--- config.mk ---
export PLATFORM = sky130hd
export DESIGN_NAME = apb_regs
export DESIGN_NICKNAME = d
export VERILOG_FILES = /design/src/design/video_pkg.sv /design/src/design/apb_regs.sv
export SDC_FILE = /design/constraint.sdc
export NUM_CORES = 1
export LEC_CHECK = 0
export ABC_AREA = 1
export BUFFER_PORTS_ARGS = -buffer_cell sky130_fd_sc_hd__buf_2
export CORE_MARGIN = 5
export CORE_UTILIZATION = 35
export DETAILED_ROUTE_END_ITERATION = 16
export PLACE_DENSITY_LB_ADDON = 0.2
export SKIP_CTS_REPAIR_TIMING = 1
export SLEW_MARGIN = 40
export SYNTH_ARGS = -nofsm -noshare
export SYNTH_HDL_FRONTEND = slang
export SYNTH_SLANG_ARGS = --single-unit
--- constraint.sdc ---
create_clock -name clk -period 6.05 [get_ports clk]
set_input_delay 0 -clock clk [delete_from_list [all_inputs] [get_ports clk]]
set_output_delay 0 -clock clk [all_outputs]
set_load 0.1 [all_outputs]
--- src/design/video_pkg.sv ---
package video_pkg;

  typedef enum logic [1:0] {
    mode_off,
    mode_640x480,
    mode_1024x768,
    mode_1280x720
  } video_mode_e;

  typedef enum logic [0:0] {
    reg_control      = 1'b0,
    reg_graphic_base = 1'b1
  } apb_reg_e;

  localparam int H_W = 11;
  localparam int V_W = 10;

  typedef struct packed {
    logic [4:0] red;
    logic [5:0] green;
    logic [4:0] blue;
  } rgb565_t;

  typedef struct packed {
    logic [7:0] red;
    logic [7:0] green;
    logic [7:0] blue;
  } rgb888_t;

  typedef logic [9:0] tmds_sym_t;

  localparam int LINE_STRIDE_BYTES = 4096;
  localparam int BURST_BYTES = 64;
  localparam int BEAT_W = 64;
  localparam int PIXEL_DELAY = 2;
  localparam int MAX_LINE_WORDS = 320;

  // Packed as {active, sync start, sync end, last}
  function automatic logic [4*H_W-1:0] timing_preset(input video_mode_e mode,
                                                     input logic vertical);
    logic [4*H_W-1:0] preset;
    case (mode)
      mode_640x480:
        preset = vertical ? {11'd480, 11'd490, 11'd492, 11'd524}
                          : {11'd640, 11'd656, 11'd752, 11'd799};
      mode_1024x768:
        preset = vertical ? {11'd768, 11'd771, 11'd777, 11'd805}
                          : {11'd1024, 11'd1048, 11'd1184, 11'd1343};
      mode_1280x720:
        preset = vertical ? {11'd720, 11'd725, 11'd730, 11'd749}
                          : {11'd1280, 11'd1390, 11'd1430, 11'd1649};
      default: preset = '0; // Off, everything collapses to zero
    endcase
    return preset;
  endfunction

endpackage

--- src/design/apb_regs.sv ---
module apb_regs (
  input  logic                     clk,
  input  logic                     reset,
  input  logic [4:0]               paddr,
  input  logic                     psel,
  input  logic                     penable,
  input  logic                     pwrite,
  input  logic [31:0]              pwdata,
  output logic [31:0]              prdata,
  output video_pkg::video_mode_e   video_mode,
  output logic                     show_graphic,
  output logic [25:0]              graphic_base
);

  video_pkg::apb_reg_e reg_sel;
  logic                reg_hit;
  logic                wr_en;

  assign wr_en = psel & penable & pwrite;

  // Address captured every cycle, so access phase sees the setup address
  always_ff @(posedge clk) begin
    reg_sel <= video_pkg::apb_reg_e'(paddr[2]);
    reg_hit <= paddr[4:3] == 2'b00;
  end

  always_ff @(posedge clk) begin
    if (reset) begin
      video_mode   <= video_pkg::mode_off;
      show_graphic <= 1'b0;
    end else if (wr_en && reg_hit && reg_sel == video_pkg::reg_control) begin
      video_mode   <= video_pkg::video_mode_e'(pwdata[1:0]);
      show_graphic <= pwdata[2];
    end
  end

  always_ff @(posedge clk) begin
    if (wr_en && reg_hit && reg_sel == video_pkg::reg_graphic_base)
      graphic_base <= pwdata[31:6]; // 64-byte aligned
  end

  always_comb begin
    prdata = '0;
    if (reg_hit) begin
      case (reg_sel)
        video_pkg::reg_control:      prdata = {29'd0, show_graphic, video_mode};
        video_pkg::reg_graphic_base: prdata = {graphic_base, 6'd0};
        default:                     prdata = '0;
      endcase
    end
  end

endmodule

==> impl_metrics.env <==
export IMPL_setup_violations_final=0
export IMPL_first_pass_iters=4
export IMPL_critPathCaptureType="output port"
export IMPL_skew_ps=4.82
export IMPL_gp_congestion=0.800
export IMPL_drc=0
export IMPL_fin_crit_ps=1710
export IMPL_p_leak_nw=1.12
export IMPL_utilization=0.622
export IMPL_syn_inst=118
export IMPL_stdcell_count=294
export IMPL_std_cell_rows=21
export IMPL_met1_length_mm=1.18
export IMPL_synthAdderAreaFrac=0
export IMPL_vias_per_cell=3.96
export IMPL_hp_start="pwdata[0]"
export IMPL_ios=103
export IMPL_worstPathRequired_ps=6050
export IMPL_final_common_cell="buf_2"
export IMPL_grt_pass1_wl_mm=4.66
export IMPL_area_growth_pct=68.4
export IMPL_holdPathEnd="video_mode[0]"
export IMPL_ir_worst_vdd_v=0.000116
export IMPL_worstSetupPathType="reg -> out"
export IMPL_antenna_found_initial=0
export IMPL_drt_iter0_markers=39
export IMPL_core_area_sq_um=3390
export IMPL_htreeDepth=2
export IMPL_max_freq_mhz=584
export IMPL_wire_per_inst_um=10.9
export IMPL_wl_met3_um=238
export IMPL_dieArea_sq_um=4870
export IMPL_place_ws_ps=4370
export IMPL_cp_arrival_ps=1710
export IMPL_drv_cap=0
export IMPL_antenna_cells=0
export IMPL_vias=1165
export IMPL_postRouteAntennaNets=0
export IMPL_postSynthAreaPerCell_sq_um=10.6
export IMPL_nets=289
export IMPL_crit_reg2reg_launch="reg_sel"
export IMPL_port_buffers=94
export IMPL_netlist_area_sq_um=1250
export IMPL_synth_mux_area_frac=0
export IMPL_status="finished with violations"
export IMPL_grt_remaining_overflow=0
export IMPL_maxSlewViolCount=0
export IMPL_r2r_setup_slack_ps=4400
export IMPL_grtUsageTotal=0.121
export IMPL_post_synth_xor_area_fraction=0
export IMPL_rsz0062_at_grt="no"
export IMPL_synth_top_family_by_area="simple AND/OR/NAND/NOR gates"
export IMPL_power_density_nw_per_um2=201
export IMPL_grt_max_degree=27
export IMPL_yosys_area_share_simple=0.155
export IMPL_final_cell_mix="buf_2, nor2_1, inv_1"
export IMPL_worstHoldPathType="in -> reg"
export IMPL_grt_pass1_vias=978
export IMPL_whs_ps=-5.07
export IMPL_die_h_um=69.8
export IMPL_clkSinkCount=31
export IMPL_finalCritPeriodShare=0.283
export IMPL_top_layer_used="met4"
export IMPL_clkTransAtPathRegs_ps=90
export IMPL_min_path_cells=5
export IMPL_wirelength_mm=3.21
export IMPL_start_util=0.369
export IMPL_dp_hpwl_mm=2.29
export IMPL_fp_dieW_um=69.8
export IMPL_ff2ff_path_depth=3
export IMPL_critPathLaunchType="flop"
export IMPL_clock_latency_ps=310
export IMPL_tns_ps=0
export IMPL_violations="hold timing"
export IMPL_synth_yosys_seq_area_share=0.704
export IMPL_cts_tree="done"
export IMPL_finalWorstSetupSlack_ps=4340
export IMPL_placedCellCount=256
export IMPL_drive_gt1_frac=0.419
export IMPL_hold_viol=1
export IMPL_dr_wl_met2_mm=1.76
export IMPL_cp_max_fo=26
export IMPL_nFillCells=287
export IMPL_root_buffer="clkbuf_4"
export IMPL_ys_seq_elements=31
export IMPL_clk_path_buf_depth=2
export IMPL_numCtsBuffers=5
export IMPL_yosysUniqueCellTypes=13
export IMPL_synth_compound_area_frac=0.0120
export IMPL_yosysWarnings=0
export IMPL_reg2reg_to="graphic_base[15]"
## cell type report
cell class                 count  area, sq um  share of cell area
tap                           46         57.6              0.0273
multi-input combinational     53          225               0.107
inverter                      31          116              0.0552
sequential                    31          881               0.418
timing repair buffer         125          778               0.369
clock inverter                 2         7.51             0.00356
clock buffer                   6         41.3              0.0196
## per-stage QoR
stage	power, mW	area, sq um
global route	0.445	2110
detailed placement	0.308	1760
floorplan	0.293	1260
global placement	0.307	1760
CTS	0.413	1810
finish	0.423	2110
## flip-flops by register name, summed over array words and instances, names as in the netlist
signal	cells
show_graphic	1
reg_hit	1
reg_sel	1
graphic_base	26
video_mode	2
## logic make-up after synthesis
family                 after synthesis
buffers and inverters               36
and+or+nand+nor                     47
DFF                                 31
other                                1
AOI/OAI and AO/OA                    3
## critical path, cell delays in order, from the launching register on
cell and delay, ps:
dfxtp_1 430, nand2_2 320, nor2_1 190, buf_2 450
## layer usage
metal,track usage,up-vias
li1,-,609
met1,0.125,502
met2,0.216,50
met3,0.0493,4
met4,0.0447,0
met5,0,-
## synthesized netlist by cell type
library cell / n / area share
nor2_1: 33 / 0.099
inv_1: 31 / 0.093
edfxtp_1: 26 / 0.62
nand2_1: 7 / 0.021
dfxtp_1: 5 / 0.080
buf_4: 4 / 0.024
a21oi_1: 3 / 0.012
nand3_1: 3 / 0.012
nand2_2: 2 / 0.010
buf_6: 1 / 0.0090
conb_1: 1 / 0.0030
nor2_4: 1 / 0.0090
nor3_1: 1 / 0.0040
## worst max path at each step
stage	depth (start not counted)	slack [ps]	endpoint	from
finish	3	4340	prdata[6]	reg_hit
global route	3	4140	prdata[10]	reg_hit
CTS	3	4300	prdata[6]	reg_hit
detailed placement	3	4370	graphic_base[14]	reg_sel
global placement	3	4400	graphic_base[16]	reg_sel
floorplan	2	3260	graphic_base[0]	reg_sel
## where the power goes
group | leakage [nW] | switching, mW | internal [mW]
registers | 0.275 | 0.00167 | 0.233
clock network | 0.0273 | 0.0627 | 0.0430
logic | 0.818 | 0.0572 | 0.0258
Note: power is estimated with default switching activity, not from simulation.
