`src/design/video_pkg.sv`:
```
package video_pkg;

  typedef enum logic [1:0] {
    mode_off,
    mode_640x480,
    mode_1024x768,
    mode_1280x720
  } video_mode_e;

  typedef enum logic [0:0] {
    reg_control      = 1'b0,
    reg_graphic_base = 1'b1
  } apb_reg_e;

  localparam int H_W = 11;
  localparam int V_W = 10;

  typedef struct packed {
    logic [4:0] red;
    logic [5:0] green;
    logic [4:0] blue;
  } rgb565_t;

  typedef struct packed {
    logic [7:0] red;
    logic [7:0] green;
    logic [7:0] blue;
  } rgb888_t;

  typedef logic [9:0] tmds_sym_t;

  localparam int LINE_STRIDE_BYTES = 4096;
  localparam int BURST_BYTES = 64;
  localparam int BEAT_W = 64;
  localparam int PIXEL_DELAY = 2;
  localparam int MAX_LINE_WORDS = 320;

  // Packed as {active, sync start, sync end, last}
  function automatic logic [4*H_W-1:0] timing_preset(input video_mode_e mode,
                                                     input logic vertical);
    logic [4*H_W-1:0] preset;
    case (mode)
      mode_640x480:
        preset = vertical ? {11'd480, 11'd490, 11'd492, 11'd524}
                          : {11'd640, 11'd656, 11'd752, 11'd799};
      mode_1024x768:
        preset = vertical ? {11'd768, 11'd771, 11'd777, 11'd805}
                          : {11'd1024, 11'd1048, 11'd1184, 11'd1343};
      mode_1280x720:
        preset = vertical ? {11'd720, 11'd725, 11'd730, 11'd749}
                          : {11'd1280, 11'd1390, 11'd1430, 11'd1649};
      default: preset = '0; // Off, everything collapses to zero
    endcase
    return preset;
  endfunction

endpackage

```
`src/design/tmds_encoder.sv`:
```
module tmds_encoder (
  input  logic                 clk,
  input  logic                 reset,
  input  logic [7:0]           data,
  input  logic [1:0]           ctrl,
  input  logic                 de,
  output video_pkg::tmds_sym_t sym
);

  localparam video_pkg::tmds_sym_t CTRL_00 = 10'b1101010100;
  localparam video_pkg::tmds_sym_t CTRL_01 = 10'b0010101011;
  localparam video_pkg::tmds_sym_t CTRL_10 = 10'b0101010100;
  localparam video_pkg::tmds_sym_t CTRL_11 = 10'b1010101011;

  logic [3:0]           n1_data, n1_qm, n0_qm;
  logic                 use_xnor;
  logic [8:0]           q_m;
  logic signed [5:0]    disp, disp_next, balance;
  video_pkg::tmds_sym_t data_sym, ctrl_sym, sym_q;

  always_comb begin
    n1_data  = 4'($countones(data));
    use_xnor = n1_data > 4'd4 || (n1_data == 4'd4 && !data[0]);
    q_m[0]   = data[0];
    for (int i = 1; i < 8; i++)
      q_m[i] = use_xnor ? ~(q_m[i-1] ^ data[i]) : q_m[i-1] ^ data[i];
    q_m[8]   = ~use_xnor;
    n1_qm    = 4'($countones(q_m[7:0]));
    n0_qm    = 4'd8 - n1_qm;
    balance  = $signed({2'b00, n1_qm}) - $signed({2'b00, n0_qm}); // Ones minus zeros

    if (disp == 0 || balance == 0) begin
      data_sym  = {~q_m[8], q_m[8], q_m[8] ? q_m[7:0] : ~q_m[7:0]};
      disp_next = q_m[8] ? disp + balance : disp - balance;
    end else if (disp[5] == balance[5]) begin
      // Same sign, invert to pull back toward zero
      data_sym  = {1'b1, q_m[8], ~q_m[7:0]};
      disp_next = disp - balance + (q_m[8] ? 6'sd2 : 6'sd0);
    end else begin
      data_sym  = {1'b0, q_m[8], q_m[7:0]};
      disp_next = disp + balance - (q_m[8] ? 6'sd0 : 6'sd2);
    end

    case (ctrl)
      2'b00:   ctrl_sym = CTRL_00;
      2'b01:   ctrl_sym = CTRL_01;
      2'b10:   ctrl_sym = CTRL_10;
      default: ctrl_sym = CTRL_11;
    endcase
  end

  always_ff @(posedge clk) begin
    if (reset) begin
      sym_q <= CTRL_00;
      sym   <= CTRL_00;
      disp  <= '0;
    end else begin
      sym_q <= de ? data_sym : ctrl_sym;
      sym   <= sym_q;
      disp  <= de ? disp_next : 6'sd0; // Balance restarts each blanking
    end
  end

endmodule

```
`config.mk`:
```
export PLATFORM = sky130hd
export DESIGN_NAME = tmds_encoder
export DESIGN_NICKNAME = d
export VERILOG_FILES = /design/src/design/video_pkg.sv /design/src/design/tmds_encoder.sv
export SDC_FILE = /design/constraint.sdc
export NUM_CORES = 1
export LEC_CHECK = 0
export ABC_AREA = 1
export BUFFER_PORTS_ARGS = -buffer_cell sky130_fd_sc_hd__buf_2
export CAP_MARGIN = 20
export CORE_ASPECT_RATIO = 1.75
export CORE_MARGIN = 4
export CORE_UTILIZATION = 28
export CTS_CLUSTER_DIAMETER = 30
export DETAILED_ROUTE_END_ITERATION = 8
export GPL_TIMING_DRIVEN = 0
export PLACE_DENSITY = 0.46
export SLEW_MARGIN = 20
export SYNTH_ARGS = -nofsm -noshare
export SYNTH_HDL_FRONTEND = slang
export SYNTH_SLANG_ARGS = --single-unit
```
`constraint.sdc`:
```
create_clock -name clk -period 25.9 [get_ports clk]
set_clock_uncertainty 0.05 [all_clocks]
set_input_delay 5.18 -clock clk [delete_from_list [all_inputs] [get_ports clk]]
set_output_delay 5.18 -clock clk [all_outputs]
set_load 0.02 [all_outputs]
```
==> results_dict.tcl, run 1 <==
set metrics [dict create \
    place.gp.congestion 0.7829 \
    gr_util_all_layers 0.1130 \
    maximum_fanout_along_the_worst_path 6 \
    detail_route.wirelength_microns 5328 \
    timing.critical_path.mode_cell "fa_1" \
    post_route_cells_drive_above_1_share 0.2006 \
    run_status "completed" \
    worst_setup_path_start_kind "input pin" \
    tritoncts "yes" \
    finish.cell_count_without_fillers 429 \
    r2r-start "disp[1]" \
    worst_ep_arrival_time_ns 13.49 \
    cp_slowest_stage_delay_ns 0.57 \
    hold_viol_final 0 \
    portBuffers 22 \
    worstSetupStartpoint "data[0]" \
    synthToLayoutAreaGrowth_pct 13.97 \
    yosysMostFrequentCell "nand2_1" \
    timing_worst_setup_path_type "input pin to flip-flop" \
    hold_buffer_count_at_cts 0 \
    hp-class "flip-flop to flip-flop" \
    cts.clk_slew.worst_paths_ns 0.07 \
    grt_first_pass_wirelength_microns 9094 \
    yosys_register_bits 26 \
    initial_utilization 0.2907 \
    dr.first_iter.drc_count 126 \
    clock_insertion_delay_worst_skew_ns 0.26 \
    grt_antenna_before_repair 0 \
    first_pass_iters 4 \
    seq_area_frac_synth 0.2219 \
    layout.nets 387 \
    drv_cap 0 \
    cts_buffers 3 \
    core_region_area_sq_mm 0.008070 \
    clock_sinks 26 \
    cts-root-to-sink-buffers 2 \
    worst_slew_pin_slew_ns 0.4417 \
    fmax_achieved_mhz 74.81 \
    fin_area_sq_mm 0.002674 \
    design.die.area_sq_mm 0.009965 \
    worst_path_max_delay_cell "fa_1" \
    dp_cells 425 \
    dp_hpwl_microns 4636 \
    synth_top_cell_area_share 0.2219 \
    post_cts.repair.setup_buffers 0 \
    routedWlPerCell_microns 12.42 \
    syn_nets 360 \
    rsz0062_at_grt "no" \
    finalSetupViolations 0 \
    max-slew-margin-rel 0.7030 \
    root_buffer "clkbuf_16" \
    vias_per_cell 4.657 \
    synth_top_cell_by_area "dfxtp_1" \
    asyncSetResetFlopFracSynth 0 \
    synth_edf_count 0 \
    pin_count_of_the_biggest_net_entering_global_routing 16 \
    yosys-top-cells-count "nand2_1, inv_1, nand3_1" \
    cts_repair_resize_count 0 \
    antennaDiodeCount 0 \
    num_rows 43 \
    hold_start "sym_q[0]" \
    synth_cells 313 \
    cp_data_required_time_ns 26.02 \
    drt.antenna.violating_nets 0 \
    die_w_microns 77.20 \
    netlist-cell-type-count 33 \
    synth_flop_cell "dfxtp_1" \
    post_dp_cell_area_sq_mm 0.002569 \
    dr_total_vias 1998 \
    netlist_area_sq_mm 0.002346 \
    globalRoute.totalOverflow 0 \
    ios 23 \
    period_share 0.5161 \
    route.detailed.drc 0 \
    floorplan_die_height_microns 129.1 \
    postSynthAreaPerCell_sq_um 7.495 \
    first_global_vias 2046 \
    total_neg_setup_slack_ns 0 \
    cts_max_level 1 \
    maxSlewViolCount 0 \
    synth_area_leaders "dfxtp_1, ha_1, nand2_1" \
    post-route-min-period_ns 13.37 \
    critPathCaptureType "flip-flop" \
    ys.warnings.count 0 \
]
## layer usage
layer / GRT usage / routed length, microns / up-vias
li1: - / - / 1057
met5: 0 / 0 / -
met4: 0.03774 / 94 / 0
met2: 0.2379 / 3128 / 31
met3: 0.009736 / 114 / 4
met1: 0.1119 / 1990 / 906
## layout make-up
type                            instances  area [sq um]
Fill cell                             885          5396
Multi-Input combinational cell        227          1569
Sequential cell                        26         520.5
Inverter                               55         206.4
Tap cell                               90         112.6
Timing Repair Buffer                   22         110.1
Clock buffer                            3         75.07
Buffer                                  5         50.05
Clock inverter                          1         30.03
## flip-flops by register name, summed over array words and instances (netlist names)
name / flops
sym: 10
disp: 6
sym_q: 10
## final timing paths
check	to	slack, ns	cells past startpoint
max reg2reg	disp[5]	23.59	10
max	disp[5]	12.53	42
min reg2reg	sym[0]	0.35	2
min	sym[0]	0.35	2
## metrics by stage
stage	hold WS, ns	worst slack (ns)	util
floorplan	0.3383	13.14	-
global placement	0.3424	12.21	0.3183
detailed placement	0.3428	12.18	0.3183
CTS	0.3520	12.42	0.3313
global route	0.3723	11.88	0.3313
finish	0.3507	12.53	0.3313
## kinds of logic after synthesis
group / synth area share
muxes: 0.004267
xor gates and xnor gates: 0.04853
adders and majority gates: 0.2069
buffers and inverters: 0.1093
AOI/OAI and AO/OA: 0.1184
DFF: 0.2219
and+or+nand+nor: 0.2907
## cells in the final DEF, fill, tap and decap left out, drive strengths merged, types with 2 or more instances in the layout
cell type	instances
a21oi	11
dfxtp	26
xnor2	5
buf	23
xor2	8
nor2	17
nand3	34
ha	26
fa	8
nand3b	2
o21ai	21
nand2	72
o211ai	8
inv	55
or2	8
clkbuf	7
## critical path: cells and delay by family
kind	cells	cell delay, ns
simple gates	17	1.80
buf+inv	6	0.55
compound gates	6	1.13
xor+xnor	2	0.51
fa+ha+maj	11	4.29
Power of run 1 is not shown: default switching activity piles up to over one toggle a cycle in this logic, so the estimate is an artifact.
==> run 2: changes to the inputs <==
ABC_AREA = 0   (was 1)
clock period = 13 ns   (was 25.9 ns; I/O delays follow)
==> run 2 against run 1 <==
Against the previous run: register-to-register slack lost 13 ns; first-iteration DRC count shrank 70%; die area shrank 8.5%; wire length shrank 21%; synthesized cell count shrank 29%; final area shrank 9.1%; via count shrank 26%; critical path type unchanged; largest cell class unchanged; highest routed layer unchanged.
==> results_dict.tcl, run 2 <==
set metrics [dict create \
    pin_count_of_the_biggest_net_entering_global_routing 15 \
    place.gp.congestion 0.7984 \
    post_dp_cell_area_sq_mm 0.002342 \
    ios 23 \
    tritoncts "yes" \
    r2r_slack_ns 10.77 \
    timing_worst_setup_path_type "input pin to flip-flop" \
    cts_repair_resize_count 0 \
    netlist_area_sq_mm 0.002130 \
    synth_top_cell_area_share 0.2444 \
    cp_num_buf_inv 6 \
    post_route_cells_drive_above_1_share 0.1774 \
    die_w_microns 73.93 \
    synth_flop_cell "dfxtp_1" \
    yosys_register_bits 26 \
    first_pass_iters 4 \
    filler_cell_count 768 \
    synth_area_leaders "dfxtp_1, ha_1, fa_1" \
    initial_utilization 0.2903 \
    worst_path_max_delay_cell "fa_1" \
    ys.warnings.count 0 \
    cts_buffers 3 \
    gr_util_all_layers 0.1005 \
    grt_first_pass_wirelength_microns 7058 \
    max-slew-margin-rel 0.5357 \
    synthToLayoutAreaGrowth_pct 14.16 \
    dp_cells 330 \
    route.detailed.drc 0 \
    seq_area_frac_synth 0.2444 \
    globalRoute.totalOverflow 0 \
    num_rows 41 \
    critPathCaptureType "flip-flop" \
    mostFrequentLayoutCell "inv_1" \
    grt_antenna_before_repair 0 \
    cts.clk_slew.worst_paths_ns 0.07 \
    hold_buffer_count_at_cts 0 \
    maxSlewViolCount 0 \
    dr.first_iter.drc_count 38 \
    dr_total_vias 1480 \
    layout.nets 296 \
    yosysMostFrequentCell "inv_1" \
    fin_area_sq_mm 0.002431 \
    asyncSetResetFlopFracSynth 0 \
    vias_per_cell 4.431 \
    yosys-top-cells-count "inv_1, dfxtp_1, ha_1" \
    cts-root-to-sink-buffers 2 \
    rsz0062_at_grt "no" \
    drv_cap 0 \
    clock_sinks 26 \
    finish.cell_count_without_fillers 334 \
    synth_top_cell_by_area "dfxtp_1" \
    dp_hpwl_microns 3541 \
    postSynthAreaPerCell_sq_um 9.550 \
    post-route-min-period_ns 10.72 \
    cp_data_required_time_ns 13.08 \
    detail_route.wirelength_microns 4214 \
    total_neg_setup_slack_ns 0 \
    period_share 0.8249 \
    run_status "completed" \
    reg_top3 "sym (10), sym_q (10), disp (6)" \
    hold_viol_final 0 \
    drt.antenna.violating_nets 0 \
    antennaDiodeCount 0 \
    core_region_area_sq_mm 0.007336 \
    maximum_fanout_along_the_worst_path 9 \
    worst_slew_pin_slew_ns 0.6932 \
    routedWlPerCell_microns 12.62 \
    finalSetupViolations 0 \
    root_buffer "clkbuf_16" \
    design.die.area_sq_mm 0.009120 \
    worst_ep_arrival_time_ns 10.80 \
    synth_cells 223 \
    worst_setup_path_start_kind "input pin" \
    post_cts.repair.setup_buffers 0 \
    fmax_achieved_mhz 93.25 \
    timing.critical_path.mode_cell "fa_1" \
    floorplan_die_height_microns 123.4 \
    layout.cells.most_common_list "inv_1, ha_1, dfxtp_1" \
    portBuffers 21 \
    syn_nets 270 \
    hp-class "flip-flop to flip-flop" \
    cp_slowest_stage_delay_ns 0.56 \
    synth_edf_count 0 \
    cp_top_family "adder cells" \
    netlist-cell-type-count 37 \
    cts_max_level 1 \
    first_global_vias 1515 \
    clock_insertion_delay_worst_skew_ns 0.26 \
]
run 2: cell count changes after synthesis, sizes merged, moves of 7 or more:
cell / change
o211ai: -8
mux2i: +7
nand3: -27
xnor2: +16
inv: -23
o21ai: -11
nand2: -66
nor2b: +7
run 2: kinds of logic after synthesis:
group,Yosys count,share of synthesized area
XOR/XNOR,32,0.1651
flip-flops,26,0.2444
multiplexers,8,0.04348
buffers and inverters,37,0.07226
adder cells (fa/ha/maj),34,0.2280
AO/OA/AOI/OAI,39,0.1346
AND/OR/NAND/NOR,47,0.1122
run 2: stage by stage:
stage / hold WS [ns] / setup WS [ns] / utilization
after floorplan: 0.3395 / 2.860 / -
after global placement: 0.3414 / 1.966 / 0.3193
after detailed placement: 0.3437 / 1.940 / 0.3193
after CTS: 0.3608 / 2.204 / 0.3314
after global routing: 0.3737 / 1.528 / 0.3314
final: 0.3581 / 2.277 / 0.3314
run 2: cell type report:
class | count | area (sq um) | share of cell area
tap | 86 | 107.6 | 0.04426
inverter | 32 | 120.1 | 0.04941
multi-input combinational | 160 | 1455 | 0.5986
buffer | 5 | 33.78 | 0.01390
timing repair buffer | 21 | 105.1 | 0.04323
clock buffer | 4 | 88.84 | 0.03654
sequential | 26 | 520.5 | 0.2141
run 2: final timing paths:
| kind | start | to | cells past startpoint |
|---|---|---|---|
| worst max-delay path | data[0] | disp[4] | 31 |
| worst min-delay path | sym_q[8] | sym[8] | 1 |
| worst max register to register | disp[1] | disp[4] | 9 |
| worst min register to register | sym_q[8] | sym[8] | 1 |
run 2: worst reg2reg max path: stages (launching register included):
cell and delay, ns:
dfxtp_1 0.45, inv_1 0.08, ha_1 0.35, o21ba_2 0.21, nor2_1 0.16, xnor2_1 0.26
nand3_1 0.15, xnor2_1 0.14, o21ai_0 0.16, a211oi_1 0.09
run 2: routing by layer:
metal | routed length (microns) | track usage | vias up
met4 | 105 | 0.04195 | 0
met2 | 2335 | 0.1911 | 28
met1 | 1584 | 0.1067 | 669
met5 | 0 | 0 | -
li1 | - | - | 776
met3 | 189 | 0.01302 | 7
Power of run 2 is left out for the same reason.
