===== src/design/video_pkg.sv =====
package video_pkg;

  typedef enum logic [1:0] {
    mode_off,
    mode_640x480,
    mode_1024x768,
    mode_1280x720
  } video_mode_e;

  typedef enum logic [0:0] {
    reg_control      = 1'b0,
    reg_graphic_base = 1'b1
  } apb_reg_e;

  localparam int H_W = 11;
  localparam int V_W = 10;

  typedef struct packed {
    logic [4:0] red;
    logic [5:0] green;
    logic [4:0] blue;
  } rgb565_t;

  typedef struct packed {
    logic [7:0] red;
    logic [7:0] green;
    logic [7:0] blue;
  } rgb888_t;

  typedef logic [9:0] tmds_sym_t;

  localparam int LINE_STRIDE_BYTES = 4096;
  localparam int BURST_BYTES = 64;
  localparam int BEAT_W = 64;
  localparam int PIXEL_DELAY = 2;
  localparam int MAX_LINE_WORDS = 320;

  // Packed as {active, sync start, sync end, last}
  function automatic logic [4*H_W-1:0] timing_preset(input video_mode_e mode,
                                                     input logic vertical);
    logic [4*H_W-1:0] preset;
    case (mode)
      mode_640x480:
        preset = vertical ? {11'd480, 11'd490, 11'd492, 11'd524}
                          : {11'd640, 11'd656, 11'd752, 11'd799};
      mode_1024x768:
        preset = vertical ? {11'd768, 11'd771, 11'd777, 11'd805}
                          : {11'd1024, 11'd1048, 11'd1184, 11'd1343};
      mode_1280x720:
        preset = vertical ? {11'd720, 11'd725, 11'd730, 11'd749}
                          : {11'd1280, 11'd1390, 11'd1430, 11'd1649};
      default: preset = '0; // Off, everything collapses to zero
    endcase
    return preset;
  endfunction

endpackage


===== src/design/video_timing.sv =====
module video_timing (
  input  logic                        clk,
  input  logic                        reset,
  input  video_pkg::video_mode_e      video_mode,
  output logic [video_pkg::H_W-1:0]   h_count,
  output logic [video_pkg::V_W-1:0]   v_count,
  output logic                        de,
  output logic                        hsync,
  output logic                        vsync,
  output logic                        line_start,
  output logic [video_pkg::V_W-1:0]   fetch_line,
  output logic                        fetch_valid
);

  localparam int H_W = video_pkg::H_W;
  localparam int V_W = video_pkg::V_W;
  localparam int DLY = video_pkg::PIXEL_DELAY;

  video_pkg::video_mode_e cur_mode;
  logic [4*H_W-1:0]       h_preset;
  logic [4*H_W-1:0]       v_preset;
  logic [H_W-1:0]         h_act, h_ss, h_se, h_last;
  logic [V_W-1:0]         v_act, v_ss, v_se, v_last;
  logic                   running;
  logic                   last_line;
  logic                   de_raw, hs_raw, vs_raw;
  logic [DLY-1:0][2:0]    ctl_pipe;

  assign h_preset = video_pkg::timing_preset(cur_mode, 1'b0);
  assign v_preset = video_pkg::timing_preset(cur_mode, 1'b1);

  assign h_act  = h_preset[3*H_W +: H_W];
  assign h_ss   = h_preset[2*H_W +: H_W];
  assign h_se   = h_preset[H_W +: H_W];
  assign h_last = h_preset[0 +: H_W];
  assign v_act  = v_preset[3*H_W +: V_W];
  assign v_ss   = v_preset[2*H_W +: V_W];
  assign v_se   = v_preset[H_W +: V_W];
  assign v_last = v_preset[0 +: V_W];

  assign running   = cur_mode != video_pkg::mode_off;
  assign last_line = v_count == v_last;

  always_ff @(posedge clk) begin
    if (reset) begin
      cur_mode <= video_pkg::mode_off;
      h_count  <= '0;
      v_count  <= '0;
    end else if (!running) begin
      cur_mode <= video_mode; // Idle sits at a frame start
      h_count  <= '0;
      v_count  <= '0;
    end else if (h_count == h_last) begin
      h_count <= '0;
      if (last_line) begin
        v_count  <= '0;
        cur_mode <= video_mode;
      end else begin
        v_count <= v_count + 1'b1;
      end
    end else begin
      h_count <= h_count + 1'b1;
    end
  end

  assign de_raw = running && h_count < h_act && v_count < v_act;
  assign hs_raw = running && h_count >= h_ss && h_count < h_se;
  assign vs_raw = running && v_count >= v_ss && v_count < v_se;

  // Match the pixel pipeline latency
  always_ff @(posedge clk) begin
    if (reset)
      ctl_pipe <= '0;
    else
      ctl_pipe <= {ctl_pipe[DLY-2:0], {de_raw, hs_raw, vs_raw}};
  end

  assign {de, hsync, vsync} = ctl_pipe[DLY-1];

  assign line_start  = running && h_count == h_act;
  assign fetch_line  = last_line ? '0 : v_count + 1'b1;
  assign fetch_valid = running && (last_line || (v_count + 1'b1) < v_act);

endmodule


===== config.mk =====
export PLATFORM = sky130hd
export DESIGN_NAME = video_timing
export DESIGN_NICKNAME = d
export VERILOG_FILES = /design/src/design/video_pkg.sv /design/src/design/video_timing.sv
export SDC_FILE = /design/constraint.sdc
export NUM_CORES = 1
export LEC_CHECK = 0
export BUFFER_PORTS_ARGS = -buffer_cell sky130_fd_sc_hd__buf_2
export CAP_MARGIN = 20
export CORE_MARGIN = 2
export CORE_UTILIZATION = 61
export DETAILED_ROUTE_END_ITERATION = 8
export PLACE_DENSITY = 0.95
export SETUP_SLACK_MARGIN = 0.15
export SYNTH_ARGS = -nofsm -noshare
export SYNTH_HDL_FRONTEND = slang
export SYNTH_SLANG_ARGS = --single-unit

===== constraint.sdc =====
create_clock -name clk -period 6.01 [get_ports clk]
set_input_delay 0.601 -clock clk [delete_from_list [all_inputs] [get_ports clk]]
set_output_delay 0.601 -clock clk [all_outputs]
set_load 0.1 [all_outputs]

==> impl_metrics.tcl, run 1 <==
set metrics [dict create \
    hold_buffers 0 \
    clock-sinks 29 \
    io_pins 40 \
    cp_top_family "simple AND/OR/NAND/NOR gates" \
    cp_max_fo 17 \
    maxSlewViolCount 0 \
    grt_max_degree 18 \
    yosysWarnings 0 \
    ys_seq_area_share_pct 25.2 \
    endpoint_kind "output port" \
    placementRows 22 \
    hold-worst-slack_ns 0.434 \
    vias 2073 \
    finalHoldViolCount 0 \
    crit_buf_inv 3 \
    start_util_pct 63.0 \
    die_x_microns 65.5 \
    gp_congestion 0.940 \
    drt-total-wl_microns 5300 \
    slowest_delay_ns 0.78 \
    final-seq-area_sq_um 581 \
    ant_nets 0 \
    dieHeight_microns 65.5 \
    crit_type "reg -> out" \
    async_reset_ff_share_pct 0 \
    cp-start-kind "register" \
    max_slew_margin_pct 46.4 \
    cts_root_buffer "clkbuf_8" \
    core_area_sq_mm 0.00366 \
    setup_tns_ns 0 \
    cp_cell_sequence "inv_1 -> ha_1 -> nor2_1 -> inv_1 -> ha_1 -> nand4_1 -> nor4_4 -> and2b_1 -> buf_2" \
    rsz0062_at_grt "no" \
    drive_gt1_share_pct 16.9 \
    htreeDepth 2 \
    numCtsBuffers 5 \
    power.density_mw_per_mm2 219 \
    worst_pin_slew_ns 0.799 \
    ys_ff_latch 29 \
    firstDrtPassIters 4 \
    grt-ovfl-total 0 \
    status "finished, final reports clean" \
    grt_pass1_wl_microns 8940 \
    drcViolationCount 0 \
    cts_tree "built" \
    drt_iter0_drc 122 \
    wl_per_cell_microns 14.6 \
    syn_area_sq_mm 0.00231 \
    path_clk_slew_ns 0.06 \
    syn_avg_cell_area_sq_um 8.48 \
    fillCellCount 299 \
    synth-edff-count 0 \
    synth_nets 318 \
    place_hpwl_microns 3990 \
    crit_slowest_cell "nor4_4" \
    first_global_vias 1963 \
    dp_slack_ns 2.16 \
    clkLatencyLatePin_ns 0.29 \
    ys.flop_type "dfxtp_1" \
    post-route-period-util_pct 69.1 \
    antenna_found_initial 0 \
    fmax_mhz 241 \
    grtUsageTotal_pct 26.8 \
    min_period_ns 4.15 \
    drv_cap 0 \
    viasPerCell 5.73 \
    hp-class "reg -> reg" \
    die_area_sq_mm 0.00429 \
    nNetsFinal 359 \
    setup_violations 0 \
    ys_types 45 \
    p_leak_nw 1.28 \
    ctsResizeCount 0 \
    worst_slack_ns 1.86 \
    required_ns 5.41 \
    area_growth_pct 13.8 \
    netlist_instances 272 \
    clockBufferDepth 2 \
    postCtsSetupBuffers 0 \
    arrival_ns 3.55 \
    final_core_util_pct 71.7 \
    io_buffers 39 \
    ir_worst_vdd_mv 0.184 \
    skew_ns 0.00456 \
    multi_input_area_sq_mm 0.00163 \
    antennaDiodeCount 0 \
]
per-stage QoR:
step	total power, W	std cells	instance area (sq um)
detailed placement	0.000418	354	2540
CTS	0.000576	362	2630
global placement	0.000411	354	2540
floorplan	0.000380	272	2310
global route	0.000603	362	2630
finish	0.000575	362	2630
area by class of cell:
| cell class | count | area share (%) |
|---|---|---|
| multi-input combinational | 219 | 62.0 |
| clock buffer | 5 | 2.62 |
| clock inverter | 3 | 0.667 |
| inverter | 18 | 2.57 |
| sequential | 29 | 22.1 |
| tap | 48 | 2.29 |
| timing repair buffer | 40 | 7.72 |
layout by cell type, fill, tap and decap left out, types with 3 or more instances in the layout:
cell type   n
ha_1       42
buf_2      39
nor2_1     34
dfxtp_1    29
inv_1      18
xnor2_1    15
nand2_1    12
a21oi_1    12
nor2b_1     9
a21o_1      9
o21ai_0     9
nand4_1     8
xor2_1      7
and3_1      6
nand3_1     6
nor3_1      6
mux2i_1     5
clkbuf_8    5
o21a_1      4
a22oi_1     4
nor4_1      3
nand2b_1    3
synth_stat cells, drive strengths merged, types with 3 or more instances:
cell type  count  share of area, %
nor3           6               1.3
nand2         12               2.0
o21ai         10               2.2
dfxtp         29                25
mux2i          5               2.2
a21oi         12               2.6
and3           6               1.6
buf            3              0.87
nor4           5               2.3
nand3          6               1.3
inv           18               2.9
a21o           9               2.9
o21a           4               1.3
nand4          8               2.2
clkbuf         3              0.49
a22oi          4               1.3
nor2          34               5.5
ha            42                23
xnor2         15               5.7
nor2b          9               2.4
xor2           7               2.7
nand2b         3              0.81
layer usage:
| layer | vias up | wire length (microns) | global-route usage [%] |
|---|---|---|---|
| met4 | 0 | 80 | 9.90 |
| met2 | 70 | 2600 | 44.0 |
| li1 | 1038 | - | - |
| met3 | 10 | 313 | 6.34 |
| met1 | 955 | 2300 | 34.1 |
| met5 | - | 0 | 0 |
final timing paths:
check / startpoint / endpoint / slack [ns] / cells past startpoint
setup reg to reg: cur_mode[0] / v_count[4] / 2.63 / 10
setup / recovery: cur_mode[0] / fetch_line[1] / 1.86 / 9
hold / removal: ctl_pipe[0] / vsync / 0.43 / 1
hold reg to reg: ctl_pipe[0] / vsync / 0.43 / 1
logic make-up after synthesis:
family,count (synthesis),synth area share (%)
buf+inv,24,4.28
compound gates,50,14.2
simple gates,100,23.1
mux,5,2.17
flops,29,25.2
xor+xnor,22,8.35
fa+ha+maj,42,22.8
power by group:
| group | leakage, nW | switching (W) | internal [W] |
|---|---|---|---|
| registers | 0.234 | 0.00000590 | 0.000197 |
| logic | 1.00 | 0.000148 | 0.0000647 |
| clock network | 0.0439 | 0.0000797 | 0.0000797 |
state kept, by name, indices dropped and copies added (netlist names):
register and cells:
ctl_pipe 3, de 1, h_count 11, vsync 1
hsync 1, v_count 10, cur_mode 2
Note: power is estimated with default switching activity, not from simulation.
==> inputs of run 2 (changes only) <==
Settings changed: ABC_AREA set to 1, CORE_UTILIZATION 61 to 52, PLACE_DENSITY 0.95 to 0.86.
Clock period 6.01 ns to 3.53 ns, I/O delays scaled along.
==> impl_metrics.tcl, run 2 <==
set metrics [dict create \
    worst_pin_slew_ns 0.495 \
    ir_worst_vdd_mv 0.455 \
    drv_cap 0 \
    crit_start "cur_mode[0]" \
    finalHoldViolCount 0 \
    setup_violations 0 \
    grt_max_degree 17 \
    drive_gt1_share_pct 19.5 \
    max_slew_margin_pct 67.2 \
    yosys.area.top_type "dfxtp_1" \
    p_leak_nw 1.45 \
    post-route-period-util_pct 93.4 \
    clockBufferDepth 2 \
    final_cells 437 \
    r2r-start "cur_mode[0]" \
    synth_nets 385 \
    dieHeight_microns 72.6 \
    dpl.cell_count 428 \
    ys_top_cells_by_area "dfxtp_1 24%, ha_1 21%, nand2_1 9.5%" \
    ys.flop_type "dfxtp_1" \
    fmax_mhz 303 \
    ys_ff_latch 29 \
    antenna_found_initial 0 \
    ys_seq_area_share_pct 23.7 \
    cp-start-kind "register" \
    cts_root_buffer "clkbuf_8" \
    vias 2399 \
    min_period_ns 3.30 \
    worst_slack_ns 0.233 \
    hp-class "in -> reg" \
    area_growth_pct 15.7 \
    top_register "h_count" \
    min_from "reset" \
    cp_max_fo 7 \
    setup_tns_ns 0 \
    dp_slack_ns 0.439 \
    synthMuxAreaShare_pct 0 \
    place_hpwl_microns 4570 \
    drt-total-wl_microns 6170 \
    grtUsageTotal_pct 24.5 \
    synth-simple-area-share_pct 31.0 \
    ys_types 37 \
    io_buffers 39 \
    hold_buffers 0 \
    viasPerCell 5.49 \
    first_global_vias 2162 \
    antennaDiodeCount 0 \
    power.density_mw_per_mm2 664 \
    endpoint_kind "output port" \
    clkLatencyLatePin_ns 0.29 \
    grt-ovfl-total 0 \
    synth-compound-area-share_pct 9.52 \
    arrival_ns 2.94 \
    path_clk_slew_ns 0.06 \
    start_util_pct 55.0 \
    drcViolationCount 0 \
    ant_nets 0 \
    gp_congestion 0.904 \
    yosysWarnings 0 \
    mostFrequentLayoutCell "nand2_1" \
    numCtsBuffers 5 \
    core_area_sq_mm 0.00444 \
    synthAdderAreaFrac_pct 21.5 \
    placementRows 24 \
    rsz0062_at_grt "yes" \
    clock-sinks 29 \
    netlist_instances 339 \
    cts_tree "built" \
    maxSlewViolCount 0 \
    firstDrtPassIters 6 \
    die_x_microns 72.6 \
    async_reset_ff_share_pct 0 \
    synth_xor_area_share_pct 4.66 \
    syn_avg_cell_area_sq_um 7.21 \
    wl_per_cell_microns 14.1 \
    netlist.area_leader.share_pct 23.7 \
    yosys-top-cells-count "62 x nand2_1, 51 x inv_1, 42 x ha_1, 38 x nor2_1, 29 x dfxtp_1" \
    largest_reg_flops 11 \
    reg_top3 "h_count (11), v_count (10), ctl_pipe (3)" \
    synth_top_family_by_area "simple AND/OR/NAND/NOR gates" \
    io_pins 40 \
    post-synth-top-count-cell "nand2_1" \
    die_area_sq_mm 0.00527 \
    synth-edff-count 0 \
    crit_type "reg -> out" \
    skew_ns 0.00551 \
    htreeDepth 2 \
    nNetsFinal 431 \
    syn_area_sq_mm 0.00244 \
    status "finished, final reports clean" \
    required_ns 3.18 \
    drt_iter0_drc 293 \
    final_cell_mix "62 x nand2_1, 51 x inv_1, 41 x ha_1" \
    grt_pass1_wl_microns 10000 \
]
run 2: changes by cell type in the layout (fill, tap and decap cells not counted), sizes merged, moves of 9 or more:
cell,previous run,this run
inv,18,55
nand2,12,65
nor2b,9,0
nand3,6,24
nor2,34,44
xnor2,15,2
run 2: logic make-up (layout without fill, tap and decap cells):
group	after synthesis	in the layout
xor+xnor	13	13
compound gates	41	41
fa+ha+maj	42	42
simple gates	156	157
buf+inv	58	103
flops	29	29
run 2: layer usage:
layer  global-route usage [%]  wire (microns)  vias up
met2                     37.3            2830       98
li1                         -               -     1211
met5                        0               0        -
met4                     8.44              95        0
met1                     34.5            2750     1077
met3                     4.83             494       13
run 2: path summary, 6_finish.rpt:
check | end | slack [ns] | cells after the start
max reg2reg | cur_mode[0] | 0.79 | 14
max | fetch_line[5] | 0.23 | 11
min reg2reg | vsync | 0.40 | 2
min | vsync | 0.33 | 2
run 2: worst max-delay path, cell delays in order, from the launching register on:
cell	delay, ns
dfxtp_1	0.45
inv_1	0.19
ha_1	0.30
nor2_4	0.26
inv_2	0.09
ha_1	0.32
nand3_1	0.09
nor2_1	0.06
nand3b_2	0.14
nor2_4	0.08
nor2_1	0.20
buf_2	0.47
run 2: per-stage QoR:
| step | power, W | utilization (%) | hold WS, ns | cell area, sq um |
|---|---|---|---|---|
| 2_1_floorplan | 0.00134 | - | 0.388 | 2480 |
| 3_3_place_gp | 0.00151 | 61.1 | 0.388 | 2720 |
| 3_5_place_dp | 0.00154 | 61.1 | 0.396 | 2720 |
| 4_1_cts | 0.00183 | 63.1 | 0.333 | 2800 |
| 5_1_grt | 0.00201 | 63.6 | 0.337 | 2830 |
| 6_report | 0.00188 | 63.6 | 0.328 | 2830 |
run 2: repair_timing:
| item | CTS | global route |
|---|---|---|
| pin swaps | 0 | 1 |
| gates cloned | 0 | 1 |
| endpoints found under the hold margin | 0 | 0 |
| gates resized for setup | 1 | 3 |
| setup buffers | 0 | 1 |
| endpoints found under the setup margin | 1 | 9 |
run 2: layout make-up:
cell class	instances	area [sq um]
Clock buffer	7	86.3
Fill cell	392	1620
Inverter	56	211
Multi-Input combinational cell	253	1670
Sequential cell	29	587
Tap cell	52	65.1
Timing Repair Buffer	40	208
run 2: power breakdown:
part           switching (W)  internal, W
logic               0.000862     0.000345
registers          0.0000303     0.000356
clock network       0.000128     0.000154
