## src/design/video_pkg.sv

```systemverilog
package video_pkg;

  typedef enum logic [1:0] {
    mode_off,
    mode_640x480,
    mode_1024x768,
    mode_1280x720
  } video_mode_e;

  typedef enum logic [0:0] {
    reg_control      = 1'b0,
    reg_graphic_base = 1'b1
  } apb_reg_e;

  localparam int H_W = 11;
  localparam int V_W = 10;

  typedef struct packed {
    logic [4:0] red;
    logic [5:0] green;
    logic [4:0] blue;
  } rgb565_t;

  typedef struct packed {
    logic [7:0] red;
    logic [7:0] green;
    logic [7:0] blue;
  } rgb888_t;

  typedef logic [9:0] tmds_sym_t;

  localparam int LINE_STRIDE_BYTES = 4096;
  localparam int BURST_BYTES = 64;
  localparam int BEAT_W = 64;
  localparam int PIXEL_DELAY = 2;
  localparam int MAX_LINE_WORDS = 320;

  // Packed as {active, sync start, sync end, last}
  function automatic logic [4*H_W-1:0] timing_preset(input video_mode_e mode,
                                                     input logic vertical);
    logic [4*H_W-1:0] preset;
    case (mode)
      mode_640x480:
        preset = vertical ? {11'd480, 11'd490, 11'd492, 11'd524}
                          : {11'd640, 11'd656, 11'd752, 11'd799};
      mode_1024x768:
        preset = vertical ? {11'd768, 11'd771, 11'd777, 11'd805}
                          : {11'd1024, 11'd1048, 11'd1184, 11'd1343};
      mode_1280x720:
        preset = vertical ? {11'd720, 11'd725, 11'd730, 11'd749}
                          : {11'd1280, 11'd1390, 11'd1430, 11'd1649};
      default: preset = '0; // Off, everything collapses to zero
    endcase
    return preset;
  endfunction

endpackage

```

## src/design/pixel_pipe.sv

```systemverilog
module pixel_pipe (
  input  logic                          clk,
  input  logic                          reset,
  input  logic [video_pkg::H_W-1:0]     h_count,
  input  logic [video_pkg::V_W-1:0]     v_count,
  input  logic                          show_graphic,
  output logic                          rd_bank,
  output logic [video_pkg::H_W-3:0]     rd_addr,
  input  logic [video_pkg::BEAT_W-1:0]  rd_data,
  output video_pkg::rgb888_t            color
);

  logic [1:0]         lane_q;
  logic               show_q;
  video_pkg::rgb565_t pix;

  // Four pixels per beat, lowest pixel in the low bits
  assign rd_bank = v_count[0];
  assign rd_addr = h_count[video_pkg::H_W-1:2];

  always_ff @(posedge clk) begin
    if (reset)
      show_q <= 1'b0;
    else
      show_q <= show_graphic;
    lane_q <= h_count[1:0]; // Follows the buffer read
  end

  assign pix = video_pkg::rgb565_t'(rd_data[{lane_q, 4'b0000} +: 16]);

  always_ff @(posedge clk) begin
    if (!show_q) begin
      color <= '0;
    end else begin
      color.red   <= {pix.red, pix.red[4:2]};
      color.green <= {pix.green, pix.green[5:4]};
      color.blue  <= {pix.blue, pix.blue[4:2]};
    end
  end

endmodule

```

## config.mk

```make
export PLATFORM = sky130hd
export DESIGN_NAME = pixel_pipe
export DESIGN_NICKNAME = d
export VERILOG_FILES = /design/src/design/video_pkg.sv /design/src/design/pixel_pipe.sv
export SDC_FILE = /design/constraint.sdc
export NUM_CORES = 1
export LEC_CHECK = 0
export ABC_CLOCK_PERIOD_IN_PS = 1700
export BUFFER_PORTS_ARGS = -buffer_cell sky130_fd_sc_hd__buf_2
export CORE_MARGIN = 4
export CORE_UTILIZATION = 35
export CTS_BUF_LIST = sky130_fd_sc_hd__clkbuf_16
export DETAILED_ROUTE_END_ITERATION = 16
export PLACE_DENSITY = 0.9
export SLEW_MARGIN = 20
export SYNTH_ARGS = -nofsm -noshare
export SYNTH_HDL_FRONTEND = slang
export SYNTH_SLANG_ARGS = --single-unit
```

## constraint.sdc

```tcl
create_clock -name clk -period 1.7 [get_ports clk]
set_input_delay 0.17 -clock clk [delete_from_list [all_inputs] [get_ports clk]]
set_output_delay 0.17 -clock clk [all_outputs]
set_load 0.02 [all_outputs]
```

==> metrics.cfg, run 1 <==
[run_status]
outcome=complete, no violations

[worst_setup_path]
arrival_ns=1.22
crit_path_end_kind=register
critical_path.startpoint=lane_q[1]$_DFF_P_
rr_worst_depth=3
crit_path_max_incr_delay_ns=0.32
path_cells=buf_4 -> mux2i_1 -> o22ai_1
timing_worst_setup_path_type=reg -> reg
cp_top_family=flip-flops
endpoint=color[12]$_SDFF_PN0_
r2r-start=lane_q[1]$_DFF_P_
required_ns=1.80
start_kind=register
cp_max_fo=18
path_buf_inv=1
crit_cells=3
cpMaxStageDelayCell=dfxtp_2
r2r-end=color[12]$_SDFF_PN0_
reg2reg_slack_ns=0.58

[drt]
drtIter0Drc=10
vias=943
drt_first_pass_iters=3
vias_per_cell=4.715
routedWlPerCell_um=12.85
routed_wl_mm=2.569
drcViolationCount=0
antenna_left=0

[layout]
seqCellArea_um2=381.6
multi_input_area_um2=436.7
drive_above_1_share=0.5858
fin_nets=258
area_delta_synth_final_pct=35.65
n_fill_cell=282
n_antenna_cell=0

[global_route]
met3_usage=0.05396
gr-usage-met1=0.1210
top_usage_layer=met2
gr-total-overflow=0
grt.total_usage=0.1256
grt_max_degree=19
use_met2=0.2423
grt_pass1_wl_mm=4.036
grt_pass1_vias=944
antenna_found_initial=0

[logic_synthesis]
ys_ff_latch=19
seq_area_frac_synth=0.3636
mappedNetlistArea_um2=1046
yosysWarningCount=0
synth_nets=183
synth.distinct_cells=11
synthCells=95
synth_area_per_cell_um2=11.01

[die]
dieHeight_um=62.67
dieWidth_um=62.67
initial_utilization=0.3729
core-area_um2=2805
num_rows=19
pin_count=122
die-area_um2=3927

[cts]
clkTransAtPathRegs_ns=0.05
holdBufCountCts=0
cts_buffers=3
cts_tree=built
clk_root_buffer_cell=clkbuf_16
cts.htree.levels=1
clk_latency_ns=0.24
postCtsSetupRepairBufs=0
cts_resized=0
clockBufferDepth=2
clkSinkCount=19

[pwr]
ir_worst_vdd_v=0.0004217
power_density_nw_per_um2=834.5
cellLeakagePower_nw=0.8214

[placement]
io_buffer_count=92
gp_congestion=0.6527

[timing]
worstMarginPinSlew_ns=0.5706
finClkSkew_ns=0.002611
report.final.slew_viol_count=0
whs_ns=0.02525
rsz0062_at_grt=no
max_freq_ghz=0.8913
fin_crit_ns=1.122
finalCritPeriodShare=0.6600
hold_viol=0
setup_violations=0
fin_tns_setup_ns=0
slew_headroom=0.6187

[worst_hold_path]
hp-start=h_count[1]
hold_class=in -> reg

[flow_run]
drv_cap=0

==> registers in the layout, summed over array words and instances (netlist names) <==
signal	flops
color	16
lane_q	2
show_q	1
==> through the flow <==
step                      instances  cell area, µm²  total power (W)  utilization  setup WS, ns
final                           200            1419         0.001184       0.5058        0.5780
after global routing            200            1419         0.001243       0.5058        0.4971
after CTS                       200            1419         0.001207       0.5058        0.5656
after detailed placement        196            1340        0.0007368       0.4777        0.5726
after global placement          196            1340        0.0007311       0.4777        0.6094
after floorplan                  95            1046        0.0006836            -        0.7428
==> metal layers <==
layer  vias up  share of wire
met5         -              0
met4         0         0.0082
met3         4           0.11
met2        53           0.54
met1       414           0.35
li1        472              -
==> power by group <==
part	internal [W]	leakage, nW	switching (W)	total [W]
Combinational	0.000126	0.623	0.000119	0.000245
Clock	0.000312	0.0423	0.000148	0.000460
Sequential	0.000472	0.157	0.00000761	0.000479
==> cell type report <==
| class | count | share of cell area |
|---|---|---|
| clock inverters | 1 | 0.002646 |
| multi-input cells | 51 | 0.3078 |
| repair buffers | 95 | 0.3404 |
| clock buffers | 3 | 0.05291 |
| well taps | 31 | 0.02734 |
| flip-flops and latches | 19 | 0.2690 |
==> Yosys cell counts (all sizes together) <==
cell type  number  area (µm²)
buf            25       229.0
dfxtp          19       380.4
mux2i          32       320.3
nand2           1       3.750
nand2b          1       6.260
nor2b           1       6.260
o22ai          16       100.1
==> kinds of logic after synthesis <==
family / Yosys count / share of synthesized area
compound gates: 16 / 0.09570
buf+inv: 25 / 0.2189
mux: 32 / 0.3062
simple gates: 3 / 0.01555
flops: 19 / 0.3636
==> cells in the final DEF, fill, tap and decap left out, types with 3 or more instances in the layout <==
cell type,n
buf_4,3
mux2i_1,32
dfxtp_1,18
buf_2,92
clkbuf_16,3
o22ai_1,16
==> how the worst min path moves through the flow <==
stage	end	slack [ns]	cells past startpoint
4_1_cts	lane_q[1]$_DFF_P_	0.02	1
2_1_floorplan	lane_q[0]$_DFF_P_	0.20	0
3_3_place_gp	lane_q[1]$_DFF_P_	0.27	1
6_report	lane_q[1]$_DFF_P_	0.03	1
5_1_grt	lane_q[1]$_DFF_P_	0.02	1
3_5_place_dp	lane_q[1]$_DFF_P_	0.27	1
No activity file was read; power rests on OpenSTA's default activity.
==> inputs of run 2 (changes only) <==
--- a/config.mk
+++ b/config.mk
@@ -5,13 +5,13 @@
 export SDC_FILE = /design/constraint.sdc
 export NUM_CORES = 1
 export LEC_CHECK = 0
-export ABC_CLOCK_PERIOD_IN_PS = 1700
+export ABC_CLOCK_PERIOD_IN_PS = 900
 export BUFFER_PORTS_ARGS = -buffer_cell sky130_fd_sc_hd__buf_2
 export CORE_MARGIN = 4
-export CORE_UTILIZATION = 35
+export CORE_UTILIZATION = 30
 export CTS_BUF_LIST = sky130_fd_sc_hd__clkbuf_16
 export DETAILED_ROUTE_END_ITERATION = 16
-export PLACE_DENSITY = 0.9
+export PLACE_DENSITY = 0.82
 export SLEW_MARGIN = 20
 export SYNTH_ARGS = -nofsm -noshare
 export SYNTH_HDL_FRONTEND = slang
==> constraint.sdc (replaced) <==
create_clock -name clk -period 0.9 [get_ports clk]
set_input_delay 0.09 -clock clk [delete_from_list [all_inputs] [get_ports clk]]
set_output_delay 0.09 -clock clk [all_outputs]
set_load 0.02 [all_outputs]
==> metrics.cfg, run 2 (same netlist as run 1, synthesis figures left out) <==
[layout]
area_delta_synth_final_pct=52.39
fin_nets=266  ; +3.1%
n_antenna_cell=0  ; unchanged
final_common_cell=buf_2
seqCellArea_um2=384.1  ; +0.66%
drive_above_1_share=0.6045  ; +0.01872
largest_register_ffs=16  ; unchanged
top_regs=color (16), lane_q (2), show_q (1)
final_cell_mix=92 x buf_2, 29 x mux2i_1, 18 x dfxtp_1, 16 x o22ai_1, 4 x clkbuf_16
multi_input_area_um2=447.9  ; +2.6%
n_fill_cell=357  ; +27%
regMostFlops=color

[timing]
whs_ns=0.04908  ; +0.02383 ns
setup_violations=16  ; +16
fin_tns_setup_ns=-1.239  ; -1.239 ns
report.final.slew_viol_count=0  ; unchanged
finClkSkew_ns=0.001374  ; -0.001237 ns
layout_setup_ws_ns=-0.1191  ; -0.6972 ns
worstMarginPinSlew_ns=0.1541  ; -0.4166 ns
hold_viol=0  ; unchanged
slew_headroom=0.8952  ; +0.2766
max_freq_ghz=0.9812  ; +10%
rsz0062_at_grt=yes
fin_crit_ns=1.019  ; -0.1028 ns
finalCritPeriodShare=1.132  ; +0.4724

[worst_setup_path]
start_kind=register
timing_worst_setup_path_type=reg -> reg
rr_worst_depth=3  ; unchanged
crit_path_end_kind=register
r2r-start=lane_q[1]$_DFF_P_
cp_max_fo=11  ; -7
r2r-end=color[20]$_SDFF_PN0_
required_ns=1.03  ; -0.77 ns
critical_path.startpoint=lane_q[1]$_DFF_P_
reg2reg_slack_ns=-0.12  ; -0.70 ns
arrival_ns=1.15  ; -0.07 ns
endpoint=color[20]$_SDFF_PN0_

[global_route]
grt_pass1_wl_mm=4.374  ; +8.4%
antenna_found_initial=0  ; unchanged
gr-total-overflow=0  ; unchanged
grt_max_degree=12  ; -7
grt.total_usage=0.1318  ; +0.006161
grt_pass1_vias=1001  ; +6.0%

[run_status]
outcome=finished, violations left
violations=setup timing

[placement]
io_buffer_count=92  ; unchanged
dpl.hpwl_mm=2.360
gp_congestion=0.6169  ; -5.5%

[drt]
drcViolationCount=0  ; unchanged
vias=1011  ; +7.2%
drt_first_pass_iters=4  ; +1
drtIter0Drc=21  ; +11
routed_wl_mm=3.066  ; +19%
vias_per_cell=4.534  ; -3.8%
antenna_left=0  ; unchanged
routedWlPerCell_um=13.75  ; +7.0%

[cts]
clkSinkCount=19  ; unchanged
cts.htree.levels=1  ; unchanged
cts_buffers=3  ; unchanged
clockBufferDepth=2  ; unchanged
cts_tree=built
postCtsSetupRepairBufs=0  ; unchanged
clk_root_buffer_cell=clkbuf_16
clk_latency_ns=0.25  ; about the same
clkTransAtPathRegs_ns=0.05  ; about the same

[die]
core-area_um2=3363  ; +20%
initial_utilization=0.3110  ; -0.06187
dieHeight_um=67.05  ; +7.0%
num_rows=21  ; +2
dieWidth_um=67.05  ; +7.0%
die-area_um2=4496  ; +14%
pin_count=122  ; unchanged

[flow_run]
drv_cap=0  ; unchanged

[worst_hold_path]
hold_depth=2  ; +1
hold_class=in -> reg

[pwr]
power_density_nw_per_um2=1469  ; +76%
ir_worst_vdd_v=0.0006173  ; +46%
cellLeakagePower_nw=0.8848  ; +7.7%

==> run 2: area by class of cell <==
type,count,area share
repair buffers,103,0.3925
flip-flops and latches,19,0.2410
multi-input cells,51,0.2810
clock buffers,3,0.04710
well taps,46,0.03611
clock inverters,1,0.002355
==> run 2: metrics by stage <==
stage            util  power [W]  instance area [µm²]  cells  setup slack (ns)
6_report       0.4740   0.002342                 1594    223           -0.1191
5_1_grt        0.4740   0.002476                 1594    223           -0.1579
4_1_cts        0.4632   0.002351                 1558    222          -0.09107
3_5_place_dp   0.4182   0.001415                 1406    214           -0.1017
3_3_place_gp   0.4182   0.001406                 1406    214          -0.06739
2_1_floorplan       -   0.001292                 1047     95          -0.03927
==> run 2: worst min-delay path by stage <==
stage | from | end | slack [ns]
4_1_cts | show_graphic | show_q$_SDFF_PP0_ | 0.05
2_1_floorplan | h_count[0] | lane_q[0]$_DFF_P_ | 0.12
6_report | show_graphic | show_q$_SDFF_PP0_ | 0.05
3_5_place_dp | h_count[2] | rd_addr[0] | 0.18
5_1_grt | show_graphic | show_q$_SDFF_PP0_ | 0.08
3_3_place_gp | h_count[2] | rd_addr[0] | 0.18
==> run 2: timing repair <==
item,4_1_cts,5_1_grt
setup endpoints to repair,16,16
gates cloned,1,1
gates resized for setup,5,3
pin swaps,1,2
hold buffers,3,0
endpoints found under the hold margin,3,0
==> run 2: critical path, stage by stage, from the launching register on <==
cell,delay (ns)
dfxtp_4,0.42
buf_16,0.16
mux2i_2,0.22
o22ai_1,0.10
==> run 2: power by group <==
| part | leakage [nW] | switching, W | internal (W) | total, W |
|---|---|---|---|---|
| logic | 0.686 | 0.000241 | 0.000296 | 0.000537 |
| registers | 0.157 | 0.0000225 | 0.000888 | 0.000911 |
| clock network | 0.0423 | 0.000304 | 0.000590 | 0.000894 |
| total | 0.885 | 0.000567 | 0.00177 | 0.00234 |
==> run 2: per-layer routing <==
metal | GRT usage | up-vias | wire length [µm]
met3 | 0.05565 | 6 | 375
met2 | 0.2368 | 58 | 1595
met4 | 0.04051 | 0 | 23
met5 | 0 | - | 0
met1 | 0.1369 | 450 | 1072
li1 | - | 497 | -
==> inputs of run 3 (changes only) <==
--- a/config.mk
+++ b/config.mk
@@ -5,8 +5,8 @@
 export SDC_FILE = /design/constraint.sdc
 export NUM_CORES = 1
 export LEC_CHECK = 0
-export ABC_CLOCK_PERIOD_IN_PS = 900
 export BUFFER_PORTS_ARGS = -buffer_cell sky130_fd_sc_hd__buf_2
+export CORE_ASPECT_RATIO = 1.75
 export CORE_MARGIN = 4
 export CORE_UTILIZATION = 30
 export CTS_BUF_LIST = sky130_fd_sc_hd__clkbuf_16
==> metrics.cfg, run 3 (same netlist as run 1, synthesis figures left out) <==
[run_status]
outcome=finished, violations left
violations=setup timing

[layout]
postLayoutCoreUtil=0.4535  ; -0.02046
stdcell_area_um2=1525  ; -4.3%
final_cell_count_no_fill=220  ; -1.3%
n_fill_cell=353  ; -1.1%
regMostFlops=color
largest_register_ffs=16  ; unchanged
area_delta_synth_final_pct=45.81
top_regs=color (16), lane_q (2), show_q (1)
final_common_cell=buf_2
n_antenna_cell=0  ; unchanged
fin_nets=264  ; -0.75%
drive_above_1_share=0.6000  ; -0.004520
final_cell_mix=92 x buf_2, 30 x mux2i_1, 18 x dfxtp_1, 16 x o22ai_1, 4 x buf_4

[cts]
clk_root_buffer_cell=clkbuf_16
clk_latency_ns=0.25  ; about the same
clkSinkCount=19  ; unchanged
clockBufferDepth=2  ; unchanged
cts_buffers=3  ; unchanged
clkTransAtPathRegs_ns=0.05  ; about the same
postCtsSetupRepairBufs=0  ; unchanged
cts.htree.levels=1  ; unchanged
cts_tree=built

[global_route]
antenna_found_initial=0  ; unchanged
grt_pass1_vias=988  ; -1.3%
gr-total-overflow=0  ; unchanged
grt.total_usage=0.1220  ; -0.009745
grt_max_degree=19  ; +7
grt_pass1_wl_mm=4.112  ; -6.0%

[worst_setup_path]
arrival_ns=1.10  ; -0.05 ns
start_kind=register
crit_path_end_kind=register
cp_max_fo=18  ; +7
required_ns=1.03  ; about the same
rr_worst_depth=3  ; unchanged
timing_worst_setup_path_type=reg -> reg

[pwr]
cellLeakagePower_nw=0.8535  ; -3.5%
p_sw_frac=0.2387  ; -0.003519
power_switching_w=0.0005491  ; -3.2%
power_density_nw_per_um2=1508  ; +2.6%
ir_worst_vdd_v=0.001124  ; +82%
p_comb_frac=0.217  ; -0.012
seqPwrFrac=0.394  ; +0.005
intPower_w=0.001751  ; -1.3%
power.share.clock=0.389  ; +0.007

[timing]
fin_tns_setup_ns=-0.7382  ; +0.5005 ns
layout_setup_ws_ns=-0.07100  ; +0.04814 ns
finClkSkew_ns=0.001417  ; +0.00004252 ns
finalCritPeriodShare=1.079  ; -0.05349
slew_headroom=0.8983  ; +0.003047
rsz0062_at_grt=yes
fin_crit_ns=0.9710  ; -0.04814 ns
setup_violations=16  ; unchanged
whs_ns=0.05755  ; +0.008468 ns
hold_viol=0  ; unchanged
max_freq_ghz=1.030  ; +5.0%
report.final.slew_viol_count=0  ; unchanged
worstMarginPinSlew_ns=0.1483  ; -0.005765 ns

[die]
dieWidth_um=52.64  ; -21%
dieHeight_um=86.12  ; +28%
die-area_um2=4533  ; +0.82%
num_rows=28  ; +33%
core-area_um2=3363  ; unchanged
pin_count=122  ; unchanged
initial_utilization=0.3110  ; unchanged

[placement]
gp_congestion=0.7437  ; +21%
io_buffer_count=92  ; unchanged
dpl.hpwl_mm=2.301  ; -2.5%
dp.cells=213  ; -0.47%
dpl_cell_area_um2=1405  ; about the same

[drt]
antenna_left=0  ; unchanged
routedWlPerCell_um=12.40  ; -9.8%
vias=979  ; -3.2%
drcViolationCount=0  ; unchanged
drt_first_pass_iters=4  ; unchanged
routed_wl_mm=2.729  ; -11%
drtIter0Drc=5  ; -76%
vias_per_cell=4.450  ; -1.8%

[worst_hold_path]
hold_class=in -> reg
hold_depth=2  ; unchanged

[flow_run]
drv_cap=0  ; unchanged

==> run 3: power groups by stage <==
stage / clock, W / sequential (W) / combinational (W)
2_1_floorplan: 0 / 0.000976 / 0.000316
3_3_place_gp: 0 / 0.000924 / 0.000481
3_5_place_dp: 0 / 0.000926 / 0.000490
4_1_cts: 0.000946 / 0.000905 / 0.000500
5_1_grt: 0.000967 / 0.000909 / 0.000547
6_report: 0.000895 / 0.000905 / 0.000499
==> run 3: per-stage QoR <==
step / total power, W / setup slack, ns
2_1_floorplan: 0.001292 / -0.03927
3_3_place_gp: 0.001405 / -0.06005
3_5_place_dp: 0.001415 / -0.06769
4_1_cts: 0.002351 / -0.06384
5_1_grt: 0.002423 / -0.1326
6_report: 0.002300 / -0.07100
==> run 3: what timing repair did <==
item,4_1_cts,5_1_grt
hold endpoints to repair,3,0
hold buffers,3,0
gates resized for setup,1,2
endpoints found under the setup margin,16,16
==> run 3: path summary, 6_finish.rpt <==
path / start / slack [ns] / to
worst max-delay path: lane_q[1]$_DFF_P_ / -0.07 / color[6]$_SDFF_PN0_
worst min-delay path: show_graphic / 0.06 / show_q$_SDFF_PP0_
worst max register to register: lane_q[1]$_DFF_P_ / -0.07 / color[6]$_SDFF_PN0_
worst min register to register: lane_q[0]$_DFF_P_ / 0.65 / color[22]$_SDFF_PN0_
==> run 3: final cells by class <==
cell class                      instances  area, µm²  share of cell area
Timing Repair Buffer                  101      560.5              0.3675
Multi-Input combinational cell         51      444.2              0.2912
Sequential cell                        19      384.1              0.2518
Clock buffer                            3      75.07             0.04922
Tap cell                               45      56.30             0.03692
Clock inverter                          1      5.005            0.003281
==> run 3: layer usage <==
layer	track usage	part of all wire
met1	0.1113	0.31
met2	0.2274	0.54
met3	0.03130	0.13
met5	0	0
met4	0.07209	0.021
==> run 3: worst max-delay path, cell delays in order (launching register included) <==
cell and delay (ns):
dfxtp_4 0.37, buf_12 0.18, mux2i_2 0.22, o22ai_1 0.09
